## config.mk

```make
export PLATFORM = sky130hd
export DESIGN_NAME = lsu_top
export DESIGN_NICKNAME = d
export VERILOG_FILES = /design/src/rtl/lsu_pkg.sv /design/src/rtl/lsu_top.sv /design/src/rtl/lsu.sv /design/src/rtl/lsu_pipe.sv /design/src/rtl/lsu_stbuf.sv /design/src/rtl/lsu_l1d.sv
export SDC_FILE = /design/constraint.sdc
export NUM_CORES = 2
export LEC_CHECK = 0
export BUFFER_PORTS_ARGS = -buffer_cell sky130_fd_sc_hd__buf_2
export CAP_MARGIN = 5
export CORE_MARGIN = 1.5
export CORE_UTILIZATION = 63
export CTS_CLUSTER_DIAMETER = 60
export DETAILED_ROUTE_END_ITERATION = 10
export PLACE_DENSITY = 0.86
export SLEW_MARGIN = 20
export SYNTH_ARGS = -nofsm -noshare
export SYNTH_HDL_FRONTEND = slang
export SYNTH_HIERARCHICAL = 1
export SYNTH_SLANG_ARGS = --single-unit
export TNS_END_PERCENT = 30
```

## constraint.sdc

```tcl
create_clock -name i_clk -period 5 [get_ports i_clk]
set_clock_uncertainty 0.1 [all_clocks]
set_input_delay 0.25 -clock i_clk [delete_from_list [all_inputs] [get_ports i_clk]]
set_output_delay 0.25 -clock i_clk [all_outputs]
set_load 0.01 [all_outputs]
```

## src/rtl/lsu_pkg.sv

```systemverilog
package lsu_pkg;

   // ==================================================
   // Widths
   // ==================================================

   // Top bit of a commit id is the wrap bit
   parameter int CMT_ID_W = 5;
   parameter int GRP_W    = 2;
   parameter int ADDR_W   = 32;
   parameter int DATA_W   = 32;
   parameter int PREG_W   = 6;

   typedef logic [CMT_ID_W-1:0] cmt_id_t;
   typedef logic [GRP_W-1:0]    grp_id_t;
   typedef logic [ADDR_W-1:0]   addr_t;
   typedef logic [DATA_W-1:0]   data_t;
   typedef logic [PREG_W-1:0]   preg_t;

   // ==================================================
   // Memory operation types
   // ==================================================

   typedef enum logic {
      MEM_LOAD  = 1'b0,
      MEM_STORE = 1'b1
   } mem_op_e;

   // One operation as offered by the LDQ or STQ
   typedef struct packed {
      mem_op_e op;
      cmt_id_t cmt_id;
      grp_id_t grp_id;
      addr_t   addr;
      data_t   st_data;
      preg_t   rd;
   } mem_issue_t;

   // Load result toward the register file
   typedef struct packed {
      logic  valid;
      preg_t rd;
      data_t data;
   } phy_wr_t;

   // Completion report, replay set means offer it again
   typedef struct packed {
      logic    valid;
      cmt_id_t cmt_id;
      grp_id_t grp_id;
      logic    replay;
   } done_t;

   // Store buffer entry, word_addr is the reduced word index
   typedef struct packed {
      addr_t word_addr;
      data_t data;
   } stbuf_entry_t;

endpackage
```

## src/rtl/lsu_top.sv

```systemverilog
module lsu_top
   import lsu_pkg::*;
#(
   parameter int L1D_WORDS   = 64,
   parameter int STBUF_DEPTH = 4
) (
   input  logic       i_clk,
   input  logic       i_rst_n,

   input  logic       i_ldq_replay_valid,
   input  mem_issue_t i_ldq_replay,
   input  logic       i_stq_replay_valid,
   input  mem_issue_t i_stq_replay,
   input  logic       i_drain_en,

   output logic       o_ldq_conflict,
   output logic       o_stq_conflict,
   output phy_wr_t    o_ex3_phy_wr,
   output done_t      o_ex3_done
);

   // Lane to cache read path
   logic         w_ex1_rd_valid;
   addr_t        w_ex1_rd_word;
   data_t        w_ex2_rd_data;

   // Lane to store buffer
   addr_t        w_ex2_fwd_word;
   logic         w_ex2_fwd_hit;
   data_t        w_ex2_fwd_data;
   logic         w_ex2_st_valid;
   stbuf_entry_t w_ex2_st_entry;
   logic         w_stbuf_full;

   // Store buffer drain into the cache
   logic         w_drain_valid;
   stbuf_entry_t w_drain_entry;

   lsu #(
      .L1D_WORDS (L1D_WORDS)
   ) u_lsu (
      .i_clk              (i_clk),
      .i_rst_n            (i_rst_n),
      .i_ldq_replay_valid (i_ldq_replay_valid),
      .i_ldq_replay       (i_ldq_replay),
      .i_stq_replay_valid (i_stq_replay_valid),
      .i_stq_replay       (i_stq_replay),
      .o_ldq_conflict     (o_ldq_conflict),
      .o_stq_conflict     (o_stq_conflict),
      .o_ex1_rd_valid     (w_ex1_rd_valid),
      .o_ex1_rd_word      (w_ex1_rd_word),
      .i_ex2_rd_data      (w_ex2_rd_data),
      .o_ex2_fwd_word     (w_ex2_fwd_word),
      .i_ex2_fwd_hit      (w_ex2_fwd_hit),
      .i_ex2_fwd_data     (w_ex2_fwd_data),
      .o_ex2_st_valid     (w_ex2_st_valid),
      .o_ex2_st_entry     (w_ex2_st_entry),
      .i_ex2_stbuf_full   (w_stbuf_full),
      .o_ex3_phy_wr       (o_ex3_phy_wr),
      .o_ex3_done         (o_ex3_done)
   );

   lsu_stbuf #(
      .STBUF_DEPTH (STBUF_DEPTH)
   ) u_stbuf (
      .i_clk         (i_clk),
      .i_rst_n       (i_rst_n),
      .i_enq_valid   (w_ex2_st_valid),
      .i_enq_entry   (w_ex2_st_entry),
      .o_full        (w_stbuf_full),
      .i_fwd_word    (w_ex2_fwd_word),
      .o_fwd_hit     (w_ex2_fwd_hit),
      .o_fwd_data    (w_ex2_fwd_data),
      .i_drain_en    (i_drain_en),
      .o_drain_valid (w_drain_valid),
      .o_drain_entry (w_drain_entry)
   );

   lsu_l1d #(
      .L1D_WORDS (L1D_WORDS)
   ) u_l1d (
      .i_clk      (i_clk),
      .i_rst_n    (i_rst_n),
      .i_rd_valid (w_ex1_rd_valid),
      .i_rd_word  (w_ex1_rd_word),
      .o_rd_data  (w_ex2_rd_data),
      .i_wr_valid (w_drain_valid),
      .i_wr_entry (w_drain_entry)
   );

endmodule

```

## src/rtl/lsu.sv

```systemverilog
module lsu
   import lsu_pkg::*;
#(
   parameter int L1D_WORDS = 64
) (
   input  logic         i_clk,
   input  logic         i_rst_n,

   // Replay sources
   input  logic         i_ldq_replay_valid,
   input  mem_issue_t   i_ldq_replay,
   input  logic         i_stq_replay_valid,
   input  mem_issue_t   i_stq_replay,
   output logic         o_ldq_conflict,
   output logic         o_stq_conflict,

   // Cache read and store buffer access
   output logic         o_ex1_rd_valid,
   output addr_t        o_ex1_rd_word,
   input  data_t        i_ex2_rd_data,
   output addr_t        o_ex2_fwd_word,
   input  logic         i_ex2_fwd_hit,
   input  data_t        i_ex2_fwd_data,
   output logic         o_ex2_st_valid,
   output stbuf_entry_t o_ex2_st_entry,
   input  logic         i_ex2_stbuf_full,

   output phy_wr_t      o_ex3_phy_wr,
   output done_t        o_ex3_done
);

   logic       w_same_wrap;
   logic       w_same_id;
   logic       w_ld_older;
   logic       w_ld_taken;
   logic       w_ex0_valid;
   mem_issue_t w_ex0_issue;

   // ==================================================
   // Age check between LDQ and STQ heads
   // ==================================================

   assign w_same_wrap = i_ldq_replay.cmt_id[CMT_ID_W-1] == i_stq_replay.cmt_id[CMT_ID_W-1];
   assign w_same_id   = i_ldq_replay.cmt_id == i_stq_replay.cmt_id;

   // Group ids are one-hot, so lower set bit means smaller value
   always_comb begin
      if (w_same_id) begin
         w_ld_older = i_ldq_replay.grp_id < i_stq_replay.grp_id;
      end else if (w_same_wrap) begin
         w_ld_older = i_ldq_replay.cmt_id[CMT_ID_W-2:0] < i_stq_replay.cmt_id[CMT_ID_W-2:0];
      end else begin
         w_ld_older = i_ldq_replay.cmt_id[CMT_ID_W-2:0] > i_stq_replay.cmt_id[CMT_ID_W-2:0];
      end
   end

   assign w_ld_taken = i_ldq_replay_valid & (~i_stq_replay_valid | w_ld_older);

   assign o_ldq_conflict = ~w_ld_taken;
   assign o_stq_conflict =  w_ld_taken;

   assign w_ex0_valid = i_ldq_replay_valid | i_stq_replay_valid;
   assign w_ex0_issue = w_ld_taken ? i_ldq_replay : i_stq_replay;

   lsu_pipe #(
      .L1D_WORDS (L1D_WORDS)
   ) u_lsu_pipe (
      .i_clk            (i_clk),
      .i_rst_n          (i_rst_n),
      .i_ex0_valid      (w_ex0_valid),
      .i_ex0_issue      (w_ex0_issue),
      .o_ex1_rd_valid   (o_ex1_rd_valid),
      .o_ex1_rd_word    (o_ex1_rd_word),
      .i_ex2_rd_data    (i_ex2_rd_data),
      .o_ex2_fwd_word   (o_ex2_fwd_word),
      .i_ex2_fwd_hit    (i_ex2_fwd_hit),
      .i_ex2_fwd_data   (i_ex2_fwd_data),
      .o_ex2_st_valid   (o_ex2_st_valid),
      .o_ex2_st_entry   (o_ex2_st_entry),
      .i_ex2_stbuf_full (i_ex2_stbuf_full),
      .o_ex3_phy_wr     (o_ex3_phy_wr),
      .o_ex3_done       (o_ex3_done)
   );

endmodule

```

## src/rtl/lsu_pipe.sv

```systemverilog
module lsu_pipe
   import lsu_pkg::*;
#(
   parameter int L1D_WORDS = 64
) (
   input  logic         i_clk,
   input  logic         i_rst_n,

   // Chosen operation, captured into ex0
   input  logic         i_ex0_valid,
   input  mem_issue_t   i_ex0_issue,

   // ex1 cache read
   output logic         o_ex1_rd_valid,
   output addr_t        o_ex1_rd_word,

   // ex2 cache data, forwarding and store enqueue
   input  data_t        i_ex2_rd_data,
   output addr_t        o_ex2_fwd_word,
   input  logic         i_ex2_fwd_hit,
   input  data_t        i_ex2_fwd_data,
   output logic         o_ex2_st_valid,
   output stbuf_entry_t o_ex2_st_entry,
   input  logic         i_ex2_stbuf_full,

   // ex3 results
   output phy_wr_t      o_ex3_phy_wr,
   output done_t        o_ex3_done
);

   localparam addr_t WORDS = addr_t'(L1D_WORDS);

   logic       r_ex0_valid;
   mem_issue_t r_ex0_issue;

   logic       r_ex1_valid;
   mem_issue_t r_ex1_issue;
   addr_t      w_ex1_word;

   logic       r_ex2_valid;
   mem_issue_t r_ex2_issue;
   addr_t      r_ex2_word;
   logic       w_ex2_is_store;
   data_t      w_ex2_ld_data;
   logic       w_ex2_replay;

   logic       r_ex3_valid;
   mem_issue_t r_ex3_issue;
   data_t      r_ex3_data;
   logic       r_ex3_replay;

   // ==================================================
   // Stage valids
   // ==================================================

   // Every stage moves each cycle, nothing stalls
   always_ff @(posedge i_clk or negedge i_rst_n) begin
      if (!i_rst_n) begin
         r_ex0_valid <= 1'b0;
         r_ex1_valid <= 1'b0;
         r_ex2_valid <= 1'b0;
         r_ex3_valid <= 1'b0;
      end else begin
         r_ex0_valid <= i_ex0_valid;
         r_ex1_valid <= r_ex0_valid;
         r_ex2_valid <= r_ex1_valid;
         r_ex3_valid <= r_ex2_valid;
      end
   end

   // ==================================================
   // Stage payload
   // ==================================================

   always_ff @(posedge i_clk) begin
      r_ex0_issue  <= i_ex0_issue;
      r_ex1_issue  <= r_ex0_issue;
      r_ex2_issue  <= r_ex1_issue;
      r_ex2_word   <= w_ex1_word;
      r_ex3_issue  <= r_ex2_issue;
      r_ex3_data   <= w_ex2_ld_data;
      r_ex3_replay <= w_ex2_replay;
   end

   // ==================================================
   // ex1: word address and cache read
   // ==================================================

   // Byte address to word index inside the array
   assign w_ex1_word = (r_ex1_issue.addr >> 2) % WORDS;

   assign o_ex1_rd_valid = r_ex1_valid & (r_ex1_issue.op == MEM_LOAD);
   assign o_ex1_rd_word  = w_ex1_word;

   // ==================================================
   // ex2: forwarding and store enqueue
   // ==================================================

   assign o_ex2_fwd_word = r_ex2_word;

   // Buffered store data is younger than the cache copy
   assign w_ex2_ld_data = i_ex2_fwd_hit ? i_ex2_fwd_data : i_ex2_rd_data;

   assign w_ex2_is_store = r_ex2_valid & (r_ex2_issue.op == MEM_STORE);

   assign o_ex2_st_valid           = w_ex2_is_store & ~i_ex2_stbuf_full;
   assign o_ex2_st_entry.word_addr = r_ex2_word;
   assign o_ex2_st_entry.data      = r_ex2_issue.st_data;

   // Full buffer, the STQ must offer this store again
   assign w_ex2_replay = w_ex2_is_store & i_ex2_stbuf_full;

   // ==================================================
   // ex3: result write and completion
   // ==================================================

   assign o_ex3_phy_wr.valid = r_ex3_valid & (r_ex3_issue.op == MEM_LOAD);
   assign o_ex3_phy_wr.rd    = r_ex3_issue.rd;
   assign o_ex3_phy_wr.data  = r_ex3_data;

   assign o_ex3_done.valid  = r_ex3_valid;
   assign o_ex3_done.cmt_id = r_ex3_issue.cmt_id;
   assign o_ex3_done.grp_id = r_ex3_issue.grp_id;
   assign o_ex3_done.replay = r_ex3_replay;

endmodule

```

## src/rtl/lsu_stbuf.sv

```systemverilog
module lsu_stbuf
   import lsu_pkg::*;
#(
   parameter int STBUF_DEPTH = 4
) (
   input  logic         i_clk,
   input  logic         i_rst_n,

   input  logic         i_enq_valid,
   input  stbuf_entry_t i_enq_entry,
   output logic         o_full,

   input  addr_t        i_fwd_word,
   output logic         o_fwd_hit,
   output data_t        o_fwd_data,

   input  logic         i_drain_en,
   output logic         o_drain_valid,
   output stbuf_entry_t o_drain_entry
);

   localparam int PTR_W = (STBUF_DEPTH > 1) ? $clog2(STBUF_DEPTH) : 1;
   localparam int CNT_W = $clog2(STBUF_DEPTH + 1);

   typedef logic [PTR_W-1:0] ptr_t;
   typedef logic [CNT_W-1:0] cnt_t;

   stbuf_entry_t r_entries [STBUF_DEPTH];
   ptr_t         r_head;
   ptr_t         r_tail;
   cnt_t         r_count;
   logic         w_enq;
   logic         w_drain;

   // Pointer step with wrap for any depth
   function automatic ptr_t ptr_add(ptr_t ptr, int unsigned off);
      int unsigned sum;
      sum = ptr + off;
      if (sum >= STBUF_DEPTH) begin
         sum = sum - STBUF_DEPTH;
      end
      return ptr_t'(sum);
   endfunction

   assign o_full  = (r_count == cnt_t'(STBUF_DEPTH));
   assign w_enq   = i_enq_valid & ~o_full;
   assign w_drain = i_drain_en & (r_count != '0);

   assign o_drain_valid = w_drain;
   assign o_drain_entry = r_entries[r_head];

   // Walk oldest to youngest so the last hit is the youngest store
   always_comb begin
      o_fwd_hit  = 1'b0;
      o_fwd_data = '0;
      for (int i = 0; i < STBUF_DEPTH; i++) begin
         if ((cnt_t'(i) < r_count) &&
             (r_entries[ptr_add(r_head, i)].word_addr == i_fwd_word)) begin
            o_fwd_hit  = 1'b1;
            o_fwd_data = r_entries[ptr_add(r_head, i)].data;
         end
      end
   end

   always_ff @(posedge i_clk or negedge i_rst_n) begin
      if (!i_rst_n) begin
         r_head  <= '0;
         r_tail  <= '0;
         r_count <= '0;
      end else begin
         if (w_enq) r_tail <= ptr_add(r_tail, 1);
         if (w_drain) r_head <= ptr_add(r_head, 1);
         case ({w_enq, w_drain})
            2'b10:   r_count <= r_count + 1'b1;
            2'b01:   r_count <= r_count - 1'b1;
            default: r_count <= r_count;
         endcase
      end
   end

   always_ff @(posedge i_clk) begin
      if (w_enq) begin
         r_entries[r_tail] <= i_enq_entry;
      end
   end

endmodule

```

## src/rtl/lsu_l1d.sv

```systemverilog
module lsu_l1d
   import lsu_pkg::*;
#(
   parameter int L1D_WORDS = 64
) (
   input  logic         i_clk,
   input  logic         i_rst_n,

   input  logic         i_rd_valid,
   input  addr_t        i_rd_word,
   output data_t        o_rd_data,

   input  logic         i_wr_valid,
   input  stbuf_entry_t i_wr_entry
);

   localparam int IDX_W = (L1D_WORDS > 1) ? $clog2(L1D_WORDS) : 1;

   data_t            r_mem [L1D_WORDS];
   logic [IDX_W-1:0] w_rd_idx;
   logic [IDX_W-1:0] w_wr_idx;

   // Upper word address bits are not part of the index
   assign w_rd_idx = i_rd_word[IDX_W-1:0];
   assign w_wr_idx = i_wr_entry.word_addr[IDX_W-1:0];

   always_ff @(posedge i_clk or negedge i_rst_n) begin
      if (!i_rst_n) begin
         for (int i = 0; i < L1D_WORDS; i++) begin
            r_mem[i] <= '0;
         end
      end else if (i_wr_valid) begin
         r_mem[w_wr_idx] <= i_wr_entry.data;
      end
   end

   // Write-first, a drain at the same edge is seen by the read
   always_ff @(posedge i_clk) begin
      if (i_rd_valid) begin
         if (i_wr_valid && (w_wr_idx == w_rd_idx)) begin
            o_rd_data <= i_wr_entry.data;
         end else begin
            o_rd_data <= r_mem[w_rd_idx];
         end
      end
   end

endmodule

```

; Yosys cells after proc, flatten, opt, wreduce, memory -nomap -nowiden
; Memory sizes are Yosys's and may differ from the RTL's.
; Index checks and enable logic that the tools add are counted.
[op_classes]
addsub = 11
magnitude_cmp = 15
eq_ne = 10
mux = 27
n_bitwise = 17
reduce_logical = 8
[op_table]
columns = op, count
row1 = $bwmux 2048, 1
row2 = $mux 32, 9
row3 = $bmux 32 s6, 1
row4 = $demux 32 s6, 1
row5 = $eq 32x6->1, 4
row6 = $mux 78, 1
row7 = $ge 7x7->1 const B, 2
row8 = $not 6->7, 2
row9 = $ge 3x3->1 const B, 4
row10 = $mux 2, 5
row11 = $sub 2x1->2 const B, 5
row12 = $and 1x1->1, 8
row13 = $mux 1, 8
row14 = $lt 7x1->1 const B, 1
row15 = $add 2x1->3 const B, 2
row16 = $add 2x2->3 const B, 2
row17 = $eq 6x6->1, 1
row18 = $logic_and 1x1->1, 6
row19 = $lt 1x3->1 const A, 2
row20 = $lt 2x3->1 const A, 2
row21 = $pmux 3 s2, 1
row22 = $eq 5x5->1, 1
row23 = $not 1->1, 5
row24 = $gt 4x4->1, 1
row25 = other kinds (12), 13
[word_totals]
register_bits = 2298
mem_bits_rw = 152
inputBits = 161
out_inout_bits = 50
word_cells = 185
memories = 1
[mem_list]
columns = memory, depth, word_bits, rd, rd_ports_with_merged_regs, write_ports, line_no
row1 = u_stbuf.r_entries, 4, 38, 5, 0, 1, lsu_stbuf.sv:28  ; stbuf_entry_t r_entries [STBUF_DEPTH];

; Depth between registers and ports, before layout
; An unclocked memory read counts as a cell.
[logic_depth]
word_depth = 10
mapped_depth = 17
mapped_depth_nobuf = 10

; Cells and area by module
; The synthesis kept the hierarchy.
[modules_own_cells]
columns = module, n_inst, cells_per_inst, area_per_inst_um2, seq_area_each_um2
row1 = lsu_l1d, 1, 6158, 93777.4, 52210.1
row2 = lsu_stbuf, 1, 1386, 17309.1, 7862.5
row3 = lsu_pipe, 1, 385, 5768.0, 4164.0
row4 = lsu, 1, 111, 1111.1, 0.0

; Least setup slack after synthesis
; OpenSTA, ideal clock, no wires.
[synth_path]
path_type = register to register
start = register u_stbuf.r_head[0]
end = register u_l1d/r_mem[789] (netlist bit)
setup_time_ns = 0.125
arrival_time_ns = 4.238
path_slack_ns = 0.537
stages_incl_launch_ff = 16
path_buffers = 10
synth_period_minus_slack_ns = 4.463
cell_sequence = dfrtp_1 > buf_2 > buf_6 > buf_2 > inv_1 > buf_4 > clkbuf_1 > clkbuf_1 > buf_1 > clkbuf_1 > mux2i_1 > clkbuf_1 > or3b_2 > nor2_1 > clkbuf_1 > mux2_2
[synth_lines]
columns = element, line_no
row1 = start: declaration, lsu_stbuf.sv:29  ; ptr_t r_head;
row2 = start signal: assignment, lsu_stbuf.sv:72  ; if (w_drain) r_head <= ptr_add(r_head, 1);
row3 = end signal: indexed assignment, lsu_l1d.sv:33  ; r_mem[w_wr_idx] <= i_wr_entry.data;
row4 = end: declaration, lsu_l1d.sv:19  ; data_t r_mem [L1D_WORDS];

; Final worst setup path
[layout_path]
start = register u_stbuf.r_head[0]
end = register u_lsu.u_lsu_pipe.r_ex3_data[0]
[layout_via]
elab_chain_len = 10
word_cells_on_any_way = 33
[layout_rtl]
columns = element, line_no
row1 = "$add 2x1->3, or another cell as far along", lsu_stbuf.sv:38  ; sum = ptr + off;
row2 = "$ge 3x3->1, or another cell as far along", lsu_stbuf.sv:39  ; if (sum >= STBUF_DEPTH) begin
row3 = $mux 2 or $mem_v2 4x38 (tied branches), n/a
row4 = $mem_v2 4x38 (*), n/a
row5 = $eq 32x6->1 or $logic_and 1x1->1 (tied branches), "lsu_stbuf.sv:58, lsu_stbuf.sv:57"
row6 = $logic_and 1x1->1 or $mux 32 (tied branches), lsu_stbuf.sv:57  ; if ((cnt_t'(i) < r_count) &&
row7 = $mux 32 (2 in series), lsu_stbuf.sv:57
row8 = $mux 32 (*), lsu_stbuf.sv:57
row9 = via w_ex2_fwd_data[0], lsu_top.sv:30  ; data_t w_ex2_fwd_data;
row10 = $mux 32 (*), lsu_pipe.sv:102  ; assign w_ex2_ld_data = i_ex2_fwd_hit ? i_ex2_fwd_data : i_ex2_rd_data;
row11 = via u_lsu.u_lsu_pipe.w_ex2_ld_data[0], lsu_pipe.sv:44  ; data_t w_ex2_ld_data;
row12 = end signal: assignment, lsu_pipe.sv:81  ; r_ex3_data <= w_ex2_ld_data;
row13 = end: declaration, lsu_pipe.sv:49  ; data_t r_ex3_data;
; Mark *: on every way through the listed nets, which the timed path passes. The rest lies on a longest branch.
; A chain may end at the register's enable or synchronous reset.

==> results.sh <==
export IMPL_status="completed"
export IMPL_postRouteAntennaNets=0
export IMPL_final_cell_mix="mux2_2 (2185), dfrtp_1 (2057), mux4_2 (461), mux2i_1 (449), edfxtp_1 (288)"
export IMPL_antenna_found_initial=15
export IMPL_fillers=10700
export IMPL_postSynthCellCount=7979
export IMPL_worst_pin_slew_ns=1.26
export IMPL_cp_start_kind="flop"
export IMPL_slew_headroom=0.161
export IMPL_dr_pass1_iters=8
export IMPL_cts_tree="built"
export IMPL_fp_dieH_microns=435
export IMPL_vias=74800
export IMPL_start_util=0.634
export IMPL_p_per_area_nw_per_um2=607
export IMPL_dpl_hpwl_microns=197000
export IMPL_wl_per_cell_microns=31.0
export IMPL_cts_hold_buffers=205
export IMPL_path_clk_slew_ns=0.06
export IMPL_dp_cells=10100
export IMPL_avgSynthCellArea_sq_um=14.7
export IMPL_grt_max_degree=168
export IMPL_die_w_microns=435
export IMPL_maxCapViolations=0
export IMPL_grt_pass1_vias=78700
export IMPL_ir_drop_v=0.000501
export IMPL_place_port_buffers=158
export IMPL_r2r_end="u_lsu/u_lsu_pipe/r_ex3_data[0]"
export IMPL_cts_setup_buffers=0
export IMPL_clock_sinks=2550
export IMPL_io_pins=211
export IMPL_cts_made_buffers=276
export IMPL_fmax_ghz=0.222
export IMPL_worstSetupPathType="flop to flop"
export IMPL_hp_class="primary input to flop"
export IMPL_core_sq_um=185000
export IMPL_syn2layout_area_growth_pct=13.0
export IMPL_drive_above_1_share=0.448
export IMPL_dieArea_sq_um=189000
export IMPL_drt_iter0_markers=8589
export IMPL_cts_root_buf="clkbuf_16"
export IMPL_worstHoldEndpoint="u_lsu/u_lsu_pipe/r_ex0_issue[7]"
export IMPL_rows=158
export IMPL_reg2regPathDepth=10
export IMPL_crit_fanout=26
export IMPL_ctsHtreeMaxLevel=5
export IMPL_routabilityCongestion=0.938
export IMPL_setup_tns_ns=0
export IMPL_p_leak_nw=59.0
export IMPL_period_share=0.899
export IMPL_arrival_ns=5.26
export IMPL_gr_usage_all_layers=0.354
export IMPL_grt_overflow=0
export IMPL_cts_resized=0
export IMPL_wirelength_microns=334000
export IMPL_r2r_setup_slack_ns=0.50
export IMPL_final_cells=10800
export IMPL_drc=0
export IMPL_finalHoldViolations=0
export IMPL_nets=8301
export IMPL_cts_buffer_depth=4
export IMPL_holdWs_ns=0.0413
export IMPL_min_delay_path_depth=3
export IMPL_grt_setup_unrepaired="no"
export IMPL_vias_per_cell=6.92
export IMPL_post_route_util=0.716
export IMPL_synthesis_area_sq_um=117000
export IMPL_yosysWarnings=6
export IMPL_clk_latency_ns=0.94
export IMPL_endpoint_kind="flop"
export IMPL_fin_crit_ns=4.50
export IMPL_min_from="i_stq_replay[7]"
export IMPL_rr_startpoint="u_stbuf/r_head[0]"
export IMPL_final_max_slew_viol_count=0
export IMPL_grt_pass1_wl_microns=498000
export IMPL_setup_viol_count_final=0
export IMPL_layout_commonest_cell="mux2_2"
export IMPL_cp_required_ns=5.76
==> power by group <==
part	leakage (nW)	switching (W)	internal, W
clock network	4.32	0.00835	0.0118
registers	31.7	0.00470	0.0289
logic	23.0	0.0139	0.0129
==> per-layer routing <==
layer  global-route usage  up-vias  wire length (microns)
met3               0.0986     1189                  35400
met5                    0        -                     93
met4                0.186       14                  19200
met1                0.459    39300                 125000
met2                0.546     4474                 155000
li1                     -    29800                      -
==> state kept, by name, indices dropped and copies added, names as in the netlist, 14 cells and up <==
register	flops
u_l1d/r_mem	2048
u_stbuf/r_entries	256
u_lsu/u_lsu_pipe/o_ex2_st_entry	32
u_lsu/u_lsu_pipe/r_ex2_issue	14
u_l1d/o_rd_data	32
u_lsu/u_lsu_pipe/r_ex3_data	32
u_lsu/u_lsu_pipe/r_ex1_issue	52
u_lsu/u_lsu_pipe/r_ex0_issue	52
==> worst max-delay path: stages (launching register included) <==
cell and delay [ns]:
dfrtp_4 0.76, buf_12 0.26, mux4_2 0.56, xnor2_1 0.37
nand4_1 0.14, or2_2 0.31, a211oi_2 0.34, nand3_2 0.71
o211ai_1 0.45, a22o_1 0.23, mux2_4 0.15
==> worst max path at each step <==
stage                                 start                               to  slack [ns]  cells past startpoint
after global routing      u_stbuf/r_head[0]  u_lsu/u_lsu_pipe/r_ex3_data[30]        0.39                     10
after global placement    u_stbuf/r_head[0]  u_lsu/u_lsu_pipe/r_ex3_data[30]        0.75                     12
after floorplan           u_stbuf/r_head[0]                 u_l1d/r_mem[789]        0.79                     15
after detailed placement  u_stbuf/r_head[0]  u_lsu/u_lsu_pipe/r_ex3_data[30]        0.63                     10
after CTS                 u_stbuf/r_head[0]  u_lsu/u_lsu_pipe/r_ex3_data[30]        0.61                     10
final                     u_stbuf/r_head[0]   u_lsu/u_lsu_pipe/r_ex3_data[0]        0.50                     10
==> per-stage QoR <==
stage / worst slack, ns / total power (W) / cell area, sq um
after floorplan: 0.789 / 0.0504 / 118000
after global placement: 0.748 / 0.0571 / 122000
after detailed placement: 0.632 / 0.0591 / 122000
after CTS: 0.613 / 0.0797 / 133000
after global routing: 0.386 / 0.0835 / 133000
final: 0.505 / 0.0806 / 133000
==> layout make-up <==
cell class,instances,area [sq um],area share
timing repair buffer,701,6440,0.0485
sequential,2550,64300,0.484
multi-input combinational,4571,50000,0.377
antenna,6,15.0,0.000113
clock inverter,71,743,0.00560
clock buffer,398,8060,0.0607
inverter,26,100,0.000754
tap,2480,3100,0.0234
Note: power is estimated with default switching activity, not from simulation.
